**config.mk**
```make
export PLATFORM = sky130hd
export DESIGN_NAME = fetch_top
export DESIGN_NICKNAME = d
export VERILOG_FILES = /design/src/hdl/fetch_pkg.sv /design/src/hdl/pc_sequencer.sv /design/src/hdl/instruction_memory.sv /design/src/hdl/fetch_queue.sv /design/src/hdl/instruction_decoder.sv /design/src/hdl/fetch_top.sv
export SDC_FILE = /design/constraint.sdc
export NUM_CORES = 2
export LEC_CHECK = 0
export BUFFER_PORTS_ARGS = -buffer_cell sky130_fd_sc_hd__buf_4
export CAP_MARGIN = 0
export CORE_MARGIN = 1
export CORE_UTILIZATION = 56
export DETAILED_ROUTE_END_ITERATION = 7
export PLACE_DENSITY = 0.78
export SLEW_MARGIN = 30
export SYNTH_ARGS = -nofsm -noshare
export SYNTH_HDL_FRONTEND = slang
export SYNTH_SLANG_ARGS = --single-unit
```
**constraint.sdc**
```tcl
create_clock -name i_clk -period 6.02 [get_ports i_clk]
set_clock_uncertainty 0.2 [all_clocks]
set_input_delay 0.301 -clock i_clk [delete_from_list [all_inputs] [get_ports i_clk]]
set_output_delay 0.301 -clock i_clk [all_outputs]
set_load 0.02 [all_outputs]
```
**src/hdl/fetch_pkg.sv**
```systemverilog
package fetch_pkg;

    // Datapath and address width
    localparam int NBITS = 32;

    // Instruction memory geometry
    localparam int IMEM_WORDS = 64;
    localparam int IMEM_AW    = 6;

    // Fetch queue depth, also the initial credit count
    localparam int QUEUE_DEPTH = 4;
    localparam int QUEUE_AW    = 2;           // Queue pointer width
    localparam int CREDIT_W    = 3;           // Holds 0 to QUEUE_DEPTH

    localparam logic [NBITS-1:0] RESET_PC = '0;
    localparam logic [NBITS-1:0] PC_STEP  = 32'd4;

    // MIPS field widths
    localparam int OPCODE_W = 6;
    localparam int REG_W    = 5;
    localparam int FUNCT_W  = 6;
    localparam int IMM_W    = 16;
    localparam int JIDX_W   = 26;

    // Opcodes that select the instruction kind
    localparam logic [OPCODE_W-1:0] OPC_SPECIAL = 6'h00;  // R type
    localparam logic [OPCODE_W-1:0] OPC_J       = 6'h02;
    localparam logic [OPCODE_W-1:0] OPC_JAL     = 6'h03;

    // Fetched word paired with its address
    typedef struct packed {
        logic [NBITS-1:0] pc;
        logic [NBITS-1:0] instr;
    } fetch_entry_t;

    typedef enum logic [1:0] {
        KIND_R = 2'd0,
        KIND_I = 2'd1,
        KIND_J = 2'd2
    } instr_kind_t;

    typedef struct packed {
        logic [NBITS-1:0]    pc;
        logic [NBITS-1:0]    instr;
        logic [OPCODE_W-1:0] opcode;
        logic [REG_W-1:0]    rs;
        logic [REG_W-1:0]    rt;
        logic [REG_W-1:0]    rd;
        logic [REG_W-1:0]    shamt;
        logic [FUNCT_W-1:0]  funct;
        logic [IMM_W-1:0]    imm;
        logic [JIDX_W-1:0]   jump_index;
        instr_kind_t         kind;
    } decoded_instr_t;

endpackage

```
**src/hdl/pc_sequencer.sv**
```systemverilog
`timescale 1ns/1ps

module pc_sequencer
    import fetch_pkg::*;
(
    input  logic             i_clk,
    input  logic             i_reset,
    input  logic             i_step,
    input  logic             i_redirect,        // Jump taken this cycle
    input  logic [NBITS-1:0] i_eff_addr,        // Jump target
    input  logic             i_credit_return,   // One slot freed in the queue
    input  logic [NBITS-1:0] i_imem_data,
    output logic             o_fetch_req,
    output logic [NBITS-1:0] o_fetch_pc,
    output fetch_entry_t     o_resp,
    output logic             o_resp_valid,
    output logic [NBITS-1:0] o_cycle_count
);

    logic [NBITS-1:0]    pc_q;
    logic [NBITS-1:0]    pc_next;
    logic [CREDIT_W-1:0] credit_cnt;
    logic [CREDIT_W-1:0] credit_next;
    logic                req_q;             // Read in flight
    logic [NBITS-1:0]    req_pc_q;          // Address of the read in flight
    logic [NBITS-1:0]    cycle_q;

    assign o_fetch_req = i_step && (credit_cnt != '0) && !i_redirect;
    assign o_fetch_pc  = pc_q;

    // Jump wins over the sequential step
    always_comb begin
        pc_next = pc_q;
        if (i_redirect) begin
            pc_next = i_eff_addr;
        end else if (o_fetch_req) begin
            pc_next = pc_q + PC_STEP;
        end
    end

    always_comb begin
        credit_next = credit_cnt;
        if (o_fetch_req) begin
            credit_next = credit_next - CREDIT_W'(1);
        end
        if (i_credit_return) begin
            credit_next = credit_next + CREDIT_W'(1);
        end
    end

    always_ff @(posedge i_clk) begin
        if (i_reset) begin
            pc_q       <= RESET_PC;
            credit_cnt <= CREDIT_W'(QUEUE_DEPTH);
            req_q      <= 1'b0;
            cycle_q    <= '0;
        end else begin
            pc_q  <= pc_next;
            req_q <= o_fetch_req;
            if (i_redirect) begin
                credit_cnt <= CREDIT_W'(QUEUE_DEPTH);  // Queue and in-flight read dropped
            end else begin
                credit_cnt <= credit_next;
            end
            if (i_step) begin
                cycle_q <= cycle_q + 1'b1;
            end
        end
    end

    always_ff @(posedge i_clk) begin
        if (o_fetch_req) begin
            req_pc_q <= pc_q;
        end
    end

    // Memory data lands one cycle after the request
    assign o_resp.pc     = req_pc_q;
    assign o_resp.instr  = i_imem_data;
    assign o_resp_valid  = req_q && !i_redirect;  // Stale read on jump
    assign o_cycle_count = cycle_q;

    // Queue never returns a credit that was not spent
    a_credit_range: assert property (@(posedge i_clk) disable iff (i_reset)
        !i_redirect && i_credit_return && !o_fetch_req |-> credit_cnt < CREDIT_W'(QUEUE_DEPTH));

    a_credit_bound: assert property (@(posedge i_clk) disable iff (i_reset)
        ##1 credit_cnt <= CREDIT_W'(QUEUE_DEPTH));

endmodule

```
**src/hdl/instruction_memory.sv**
```systemverilog
`timescale 1ns/1ps

module instruction_memory
    import fetch_pkg::*;
(
    input  logic             i_clk,
    input  logic             i_read_en,
    input  logic [NBITS-1:0] i_read_addr,   // Byte address
    input  logic             i_dbg_wr_en,
    input  logic [NBITS-1:0] i_dbg_addr,    // Byte address
    input  logic [NBITS-1:0] i_dbg_data,
    output logic [NBITS-1:0] o_data
);

    logic [NBITS-1:0]   mem [IMEM_WORDS];
    logic [IMEM_AW-1:0] read_idx;
    logic [IMEM_AW-1:0] dbg_idx;

    // Word index, byte offset dropped
    assign read_idx = i_read_addr[IMEM_AW+1:2];
    assign dbg_idx  = i_dbg_addr[IMEM_AW+1:2];

    // Program load from the debug unit
    always_ff @(posedge i_clk) begin
        if (i_dbg_wr_en) begin
            mem[dbg_idx] <= i_dbg_data;
        end
    end

    // Registered fetch read, one cycle latency
    always_ff @(posedge i_clk) begin
        if (i_read_en) begin
            o_data <= mem[read_idx];
        end
    end

endmodule

```
**src/hdl/fetch_queue.sv**
```systemverilog
`timescale 1ns/1ps

module fetch_queue
    import fetch_pkg::*;
(
    input  logic         i_clk,
    input  logic         i_reset,
    input  logic         i_flush,
    input  logic         i_push,
    input  fetch_entry_t i_push_entry,
    input  logic         i_pop,
    output logic         o_head_valid,
    output fetch_entry_t o_head,
    output logic         o_credit_return
);

    fetch_entry_t        slots [QUEUE_DEPTH];
    logic [QUEUE_AW-1:0] wr_ptr;
    logic [QUEUE_AW-1:0] rd_ptr;
    logic [CREDIT_W-1:0] count;
    logic                full;
    logic                empty;
    logic                do_push;
    logic                do_pop;

    assign full  = (count == CREDIT_W'(QUEUE_DEPTH));
    assign empty = (count == '0);

    // Flush beats both push and pop
    assign do_push = i_push && !i_flush;
    assign do_pop  = i_pop && !empty && !i_flush;

    always_ff @(posedge i_clk) begin
        if (i_reset) begin
            wr_ptr <= '0;
            rd_ptr <= '0;
            count  <= '0;
        end else if (i_flush) begin
            wr_ptr <= '0;
            rd_ptr <= '0;
            count  <= '0;
        end else begin
            if (do_push) begin
                wr_ptr <= wr_ptr + 1'b1;  // Wraps at depth
            end
            if (do_pop) begin
                rd_ptr <= rd_ptr + 1'b1;
            end
            case ({do_push, do_pop})
                2'b10:   count <= count + 1'b1;
                2'b01:   count <= count - 1'b1;
                default: count <= count;
            endcase
        end
    end

    always_ff @(posedge i_clk) begin
        if (do_push) begin
            slots[wr_ptr] <= i_push_entry;
        end
    end

    assign o_head_valid    = !empty;
    assign o_head          = slots[rd_ptr];
    assign o_credit_return = do_pop;  // One credit per pop, same cycle

    // Sequencer credits must keep the queue from overflowing
    a_no_overflow: assert property (@(posedge i_clk) disable iff (i_reset)
        i_push && !i_flush |-> !full);

    // Decoder only pops a visible head
    a_no_underflow: assert property (@(posedge i_clk) disable iff (i_reset)
        i_pop |-> !empty);

endmodule

```
**src/hdl/instruction_decoder.sv**
```systemverilog
`timescale 1ns/1ps

module instruction_decoder
    import fetch_pkg::*;
(
    input  logic           i_clk,
    input  logic           i_reset,
    input  logic           i_flush,      // Jump kills the held entry
    input  logic           i_hazard,     // Later stage stalled
    input  logic           i_head_valid,
    input  fetch_entry_t   i_head,
    output logic           o_pop,
    output logic           o_valid,
    output decoded_instr_t o_decoded
);

    decoded_instr_t dec;
    logic           release_out;
    logic [NBITS-1:0] word;

    // Outside takes the entry this cycle
    assign release_out = o_valid && !i_hazard;

    // Load when the output register is empty or draining
    assign o_pop = i_head_valid && (!o_valid || release_out) && !i_flush;

    assign word = i_head.instr;

    // MIPS field split of the queue head
    always_comb begin
        dec.pc         = i_head.pc;
        dec.instr      = word;
        dec.opcode     = word[31:26];
        dec.rs         = word[25:21];
        dec.rt         = word[20:16];
        dec.rd         = word[15:11];
        dec.shamt      = word[10:6];
        dec.funct      = word[5:0];
        dec.imm        = word[15:0];
        dec.jump_index = word[25:0];
        case (word[31:26])
            OPC_SPECIAL:   dec.kind = KIND_R;
            OPC_J,
            OPC_JAL:       dec.kind = KIND_J;
            default:       dec.kind = KIND_I;
        endcase
    end

    always_ff @(posedge i_clk) begin
        if (i_reset || i_flush) begin
            o_valid <= 1'b0;
        end else if (o_pop) begin
            o_valid <= 1'b1;
        end else if (release_out) begin
            o_valid <= 1'b0;  // Drained, nothing new
        end
    end

    // Payload only moves on a pop, so it holds through a hazard
    always_ff @(posedge i_clk) begin
        if (o_pop) begin
            o_decoded <= dec;
        end
    end

endmodule

```
**src/hdl/fetch_top.sv**
```systemverilog
`timescale 1ns/1ps

module fetch_top
    import fetch_pkg::*;
(
    input  logic             i_clk,
    input  logic             i_reset,
    input  logic             i_step,             // Run enable from debug unit
    input  logic             i_pc_mux_ctrl,      // Jump select
    input  logic [NBITS-1:0] i_eff_addr,         // Jump target
    input  logic             i_inst_mem_wr_en,
    input  logic [NBITS-1:0] i_inst_mem_addr,
    input  logic [NBITS-1:0] i_inst_mem_data,
    input  logic             i_hazard_detected,
    output logic             o_valid,
    output decoded_instr_t   o_decoded,
    output logic [NBITS-1:0] o_cycle_count
);

    logic             fetch_req;
    logic [NBITS-1:0] fetch_pc;
    logic [NBITS-1:0] imem_data;
    fetch_entry_t     resp;
    logic             resp_valid;
    logic             credit_return;
    logic             head_valid;
    fetch_entry_t     head;
    logic             pop;

    pc_sequencer u_pc_sequencer (
        .i_clk           (i_clk),
        .i_reset         (i_reset),
        .i_step          (i_step),
        .i_redirect      (i_pc_mux_ctrl),
        .i_eff_addr      (i_eff_addr),
        .i_credit_return (credit_return),
        .i_imem_data     (imem_data),
        .o_fetch_req     (fetch_req),
        .o_fetch_pc      (fetch_pc),
        .o_resp          (resp),
        .o_resp_valid    (resp_valid),
        .o_cycle_count   (o_cycle_count)
    );

    instruction_memory u_instruction_memory (
        .i_clk       (i_clk),
        .i_read_en   (fetch_req),
        .i_read_addr (fetch_pc),
        .i_dbg_wr_en (i_inst_mem_wr_en),
        .i_dbg_addr  (i_inst_mem_addr),
        .i_dbg_data  (i_inst_mem_data),
        .o_data      (imem_data)
    );

    fetch_queue u_fetch_queue (
        .i_clk           (i_clk),
        .i_reset         (i_reset),
        .i_flush         (i_pc_mux_ctrl),
        .i_push          (resp_valid),
        .i_push_entry    (resp),
        .i_pop           (pop),
        .o_head_valid    (head_valid),
        .o_head          (head),
        .o_credit_return (credit_return)
    );

    instruction_decoder u_instruction_decoder (
        .i_clk        (i_clk),
        .i_reset      (i_reset),
        .i_flush      (i_pc_mux_ctrl),
        .i_hazard     (i_hazard_detected),
        .i_head_valid (head_valid),
        .i_head       (head),
        .o_pop        (pop),
        .o_valid      (o_valid),
        .o_decoded    (o_decoded)
    );

endmodule

```
Yosys cells after proc, flatten, opt, wreduce, memory -nomap -nowiden
Memory sizes are Yosys's and may differ from the RTL's. A register that Yosys moved wholly into a read port is not among the register bits.
Index checks and enable logic that the tools add are counted.
{"block": "word_totals", "ff_bits": 248, "ramBits": 2304, "in_bits": 102, "out_inout_bits": 173, "elab_cells": 71, "n_memories": 2}
{"name": "u_instruction_memory.mem", "depth": 64, "word_bits": 32, "rd": 1, "rd_ports_with_merged_regs": 1, "wr": 1, "line": "instruction_memory.sv:15", "rtl": "logic [NBITS-1:0] mem [IMEM_WORDS];"}
{"name": "u_fetch_queue.slots", "depth": 4, "word_bits": 64, "rd": 1, "rd_ports_with_merged_regs": 1, "wr": 1, "line": "fetch_queue.sv:17", "rtl": "fetch_entry_t slots [QUEUE_DEPTH];"}
{"block": "op_classes", "n_addsub": 8, "eq_ne": 4, "n_mux": 14, "reduce_logical": 23}
{"operator": "32-bit 2-to-1 mux", "n": 2}
{"operator": "32-bit by 1-bit adder with 32-bit output (second input constant)", "n": 1}
{"operator": "32-bit by 3-bit adder with 32-bit output (second input constant)", "n": 1}
{"operator": "6-bit by 2-bit == test with 1-bit output (second input constant)", "n": 2}
{"operator": "1-bit logical AND", "n": 9}
{"operator": "3-bit by 1-bit adder with 3-bit output (second input constant)", "n": 2}
{"operator": "6-bit logical NOT", "n": 1}
{"operator": "1-bit 2-to-1 mux", "n": 6}
{"operator": "3-bit 2-to-1 mux", "n": 2}
{"operator": "3-bit case mux with 2 select lines", "n": 1}
{"operator": "2-bit nonzero test", "n": 3}
{"operator": "3-bit by 1-bit subtractor with 3-bit output (second input constant)", "n": 2}
{"operator": "2-bit by 1-bit adder with 2-bit output (second input constant)", "n": 2}
{"operator": "1-bit logical NOT", "n": 4}
{"operator": "2-bit 2-to-1 mux", "n": 2}
{"operator": "2-bit case mux with 2 select lines", "n": 1}
{"operator": "2-bit OR reduction", "n": 2}
{"operator": "3-bit logical NOT", "n": 1}
{"operator": "3-bit nonzero test", "n": 1}
{"operator": "2-bit by 1-bit == test with 1-bit output (second input constant)", "n": 1}
{"operator": "2-bit == test (second input constant)", "n": 1}
{"operator": "1-bit logical OR", "n": 2}

Logic depth before layout (Yosys ltp)
{"block": "depth", "word_depth": 9, "depth_mapped": 11, "mapped_depth_nobuf": 10}

Modules after synthesis
A second synthesis with hierarchy kept.
{"block": "unflattened", "cells_unflattened": 4329, "hier_area_um2": 95918.2}
{"mod": "instruction_memory", "n_inst": 1, "cells_each": 3324, "area_per_inst_um2": 78835.6, "seq_area_each_um2": 62459.9}
{"mod": "fetch_queue", "n_inst": 1, "cells_each": 384, "area_per_inst_um2": 9768.1, "seq_area_each_um2": 7867.5}
{"mod": "pc_sequencer", "n_inst": 1, "cells_each": 472, "area_per_inst_um2": 4708.3, "seq_area_each_um2": 2322.2}
{"mod": "instruction_decoder", "n_inst": 1, "cells_each": 149, "area_per_inst_um2": 2606.2, "seq_area_each_um2": 2001.9}

Least setup slack after synthesis
Ideal clock, no wire load.
{"block": "synth_path", "path_type": "input to register", "from": "input port i_pc_mux_ctrl", "to": "register u_pc_sequencer.credit_cnt[2]", "setup_ps": 120, "arrival_time_ps": 6118, "t_required_ps": 5700, "slack_ps": -418, "stages": 5, "path_buffers": 1, "path_cell_list": "clkbuf_1 > a211oi_1 > nand2_1 > xnor2_1 > nand2b_1"}
{"block": "synth_between", "elab_chain_len": 5, "elab_cells_between_ends": 9, "cone_classes": "1 x add/sub; 2 x mux; 6 x reduce/logical"}
{"element": "start: declaration", "line": "fetch_top.sv:9", "rtl": "input logic i_pc_mux_ctrl,"}
{"element": "1-bit logical NOT", "line": "instruction_decoder.sv:25", "rtl": "assign o_pop = i_head_valid && (!o_valid || release_out) && !i_flush;"}
{"element": "1-bit logical AND", "line": "instruction_decoder.sv:25"}
{"element": "net pop", "line": "fetch_top.sv:28", "rtl": "logic pop;"}
{"element": "1-bit logical AND (2 in a row)", "line": "fetch_queue.sv:31", "rtl": "assign do_pop = i_pop && !empty && !i_flush;"}
{"element": "3-bit 2-to-1 mux", "line": "pc_sequencer.sv:46", "rtl": "if (i_credit_return) begin"}
{"element": "end signal: assignment", "line": "pc_sequencer.sv:54", "rtl": "credit_cnt <= CREDIT_W'(QUEUE_DEPTH);"}
{"element": "end signal: assignment", "line": "pc_sequencer.sv:61", "rtl": "credit_cnt <= CREDIT_W'(QUEUE_DEPTH);"}
{"element": "end signal: assignment", "line": "pc_sequencer.sv:63", "rtl": "credit_cnt <= credit_next;"}
{"element": "end: declaration", "line": "pc_sequencer.sv:22", "rtl": "logic [CREDIT_W-1:0] credit_cnt;"}
The timed path passes the listed nets, and every way through them passes these cells.
A chain may end at the register's enable or synchronous reset.

==> impl_metrics.json <==
{
  "post_cts_resized": 0,
  "final.min_clock_period_ns": 4.13,
  "detailed_place_hpwl_um": 123000,
  "worst_ep_arrival_time_ns": 4.52,
  "synth_seq_area_share_pct": 78.1,
  "dp_worst_setup_slack_ns": 2.05,
  "yosysWarnings": 0,
  "num_vias": 48300,
  "cp_cell_sequence": "buf_4 -> or3_1 -> o22ai_1 -> a211o_1 -> o211ai_1 -> o31ai_1",
  "grt_start_max_net_pins": 135,
  "die_w_um": 415,
  "r2r_cells": 6,
  "synth_ff_type": "edfxtp_1",
  "fmax_mhz": 242,
  "worstSkewPairLatency_ns": 0.90,
  "worst-path-buf-inv": 1,
  "relSlewSlack_pct": 28.8,
  "layout_commonest_cell": "edfxtp_1",
  "synth_edf_count": 2434,
  "period_share_pct": 68.5,
  "die_area_sq_um": 172000,
  "crit_path_max_fanout": 41,
  "post_drt_wl_per_cell_um": 31.8,
  "r2r_start": "u_pc_sequencer.o_fetch_pc[4]$_SDFFE_PP0N_",
  "ir_worst_vdd_uv": 329,
  "slew_viol_final": 0,
  "r2r_end": "u_instruction_memory.o_data[31]$_DFFE_PN_",
  "final_antenna_net_count": 0,
  "io_buffers": 248,
  "crit_path_start_kind": "flip-flop",
  "setup.worst_path.class": "flip-flop to flip-flop",
  "setup.worst_path.end_class": "flip-flop",
  "drive_above_1_share_pct": 26.8,
  "hp-class": "input pin to flip-flop",
  "reg2reg_slack_ns": 1.89,
  "antenna_found_initial": 6,
  "clockBufferDepth": 3,
  "cts_setup_buffers": 0,
  "ys_ff_latch": 2512,
  "grt_overflow": 0,
  "crit_required_ns": 6.41,
  "synth_cell_type_count": 65,
  "min_delay_path_depth": 3,
  "cp_slowest_cell": "or3_1",
  "synth_area_per_cell_sq_um": 21.6,
  "final_hold_viol_count": 0,
  "grt_pass1_vias": 48700,
  "setup_viol": 0,
  "cts_max_level": 4,
  "final.setup.worst_slack_ns": 1.89,
  "hold_end": "u_instruction_memory.mem[13][3]$_DFFE_PP_",
  "nets": 4950,
  "core_area_sq_um": 169000,
  "ios": 275,
  "status": "finished clean",
  "synth_nets": 4534,
  "grt_pass1_wl_um": 332000,
  "p_leak_nw": 33.8,
  "drt_wl_total_um": 231000,
  "syn_area_sq_um": 95500,
  "drt_pass1_iterations": 6,
  "critPathTopFamily": "compound AO/OA/AOI/OAI gates",
  "maxCapViolations": 0,
  "clkSinkCount": 2512,
  "rsz0062_at_grt": "false",
  "async_flop_share_pct": 0,
  "numCtsBuffers": 230,
  "cts_tree": "built",
  "std_cell_rows": 151,
  "min_from": "i_inst_mem_addr[7]",
  "start_util_pct": 56.4,
  "grt.total_usage_pct": 26.7,
  "clk_pin_slew_ns": 0.06,
  "root_buffer": "clkbuf_16",
  "holdBufCountCts": 119,
  "final_cell_mix": "edfxtp_1 (2434), mux4_2 (526), buf_4 (361), clkbuf_16 (233), mux2i_1 (152)",
  "dr.first_iter.drc_count": 6439,
  "tightest_slew_ns": 1.07,
  "gp_congestion": 0.817,
  "cellPowerDensity_nw_per_um2": 328,
  "synthCells": 4421,
  "syn_to_final_growth_pct": 13.8,
  "fp.dieH_um": 415,
  "drcViolationCount": 0,
  "routed_via_density": 6.65,
  "slowest_delay_ns": 0.83,
  "fin_setup_tns_ns": 0
}
per-stage QoR:
stage                     instances  area [sq um]  hold WS [ns]  power (mW)  util (%)
after floorplan                4421         95500         0.200        20.9         -
after global placement         6696        100000         0.253        21.6      59.0
after detailed placement       6703        100000         0.246        21.7      59.1
after CTS                      7255        109000        0.0790        35.8      64.1
after global routing           7258        109000         0.136        36.6      64.2
final                          7260        109000         0.142        35.7      64.2
worst register-to-register path: stages (launching register included):
cell and delay [ns]:
dfxtp_4 0.79, buf_4 0.68, or3_1 0.83, o22ai_1 0.25
a211o_1 0.33, o211ai_1 0.60, o31ai_1 0.18
flip-flops by register name, indices dropped and copies added (netlist names), named ones only:
signal                           count
u_instruction_memory.mem          2048
u_fetch_queue.slots                256
u_instruction_decoder.o_decoded     66
u_instruction_memory.o_data         32
u_pc_sequencer.o_cycle_count        32
u_pc_sequencer.o_fetch_pc           32
u_pc_sequencer.req_pc_q             32
u_fetch_queue.count                  3
u_pc_sequencer.credit_cnt            3
u_fetch_queue.rd_ptr                 2
u_fetch_queue.wr_ptr                 2
u_instruction_decoder.o_valid        1
u_pc_sequencer.req_q                 1
synth_stat cells (all sizes together), types with 45 or more instances:
cell / number / area share [%]
edfxtp: 2434 / 77
mux4: 526 / 12
buf: 219 / 1.4
mux2i: 152 / 1.6
nor2: 131 / 0.51
clkbuf: 94 / 0.37
a22oi: 92 / 0.72
dfxtp: 78 / 1.6
a21oi: 74 / 0.39
nand2: 71 / 0.28
a211oi: 47 / 0.37
nand3: 45 / 0.24
o22ai: 45 / 0.29
kinds of logic (layout without fill, tap and decap cells):
logic type / after synthesis / in the layout / share of synthesized area (%)
compound gates: 417 / 417 / 3.06
xor+xnor: 47 / 47 / 0.431
fa+ha+maj: 11 / 11 / 0.152
buf+inv: 339 / 956 / 1.92
flops: 2512 / 2512 / 78.1
mux: 695 / 695 / 14.2
other cells: 0 / 4 / 0
simple gates: 400 / 400 / 2.10
how the worst max path moves through the flow:
stage,start,endpoint,slack (ns),depth (start not counted)
floorplan,u_fetch_queue.count[0]$_SDFFE_PP0P_,u_pc_sequencer.credit_cnt[2]$_SDFF_PP1_,1.97,5
global placement,u_pc_sequencer.o_fetch_pc[4]$_SDFFE_PP0N_,u_instruction_memory.o_data[31]$_DFFE_PN_,2.10,6
detailed placement,u_pc_sequencer.o_fetch_pc[4]$_SDFFE_PP0N_,u_instruction_memory.o_data[31]$_DFFE_PN_,2.05,6
CTS,u_pc_sequencer.o_fetch_pc[4]$_SDFFE_PP0N_,u_instruction_memory.o_data[31]$_DFFE_PN_,1.99,6
global route,u_pc_sequencer.o_fetch_pc[2]$_SDFFE_PP0N_,u_pc_sequencer.o_fetch_pc[28]$_SDFFE_PP0N_,1.72,8
finish,u_pc_sequencer.o_fetch_pc[4]$_SDFFE_PP0N_,u_instruction_memory.o_data[31]$_DFFE_PN_,1.89,6
report_power, final:
group	leakage [nW]	switching, mW	total, mW	internal [mW]
Sequential	22.6	0.146	19.5	19.3
Combinational	7.59	1.15	1.93	0.787
Clock	3.60	6.31	14.3	7.96
final cells by class:
cell class                 count  area, sq um
timing repair buffer         497         4230
fill                       10400        60700
clock buffer                 284         6070
antenna                        4         10.0
clock inverter               149         1310
inverter                      26         98.8
sequential                  2512        74700
multi-input combinational   1570        19600
tap                         2218         2780
layer usage:
| layer | share of wire (%) | vias to the layer above | GRT usage, % | wire length (um) |
|---|---|---|---|---|
| met5 | 0.0048 | - | 0 | 11 |
| met4 | 4.3 | 2 | 11.4 | 9870 |
| met3 | 11 | 460 | 6.78 | 25800 |
| met2 | 48 | 3298 | 42.1 | 111000 |
| met1 | 37 | 25200 | 35.9 | 84400 |
| li1 | - | 19300 | - | - |
(Power assumes the default switching activity.)
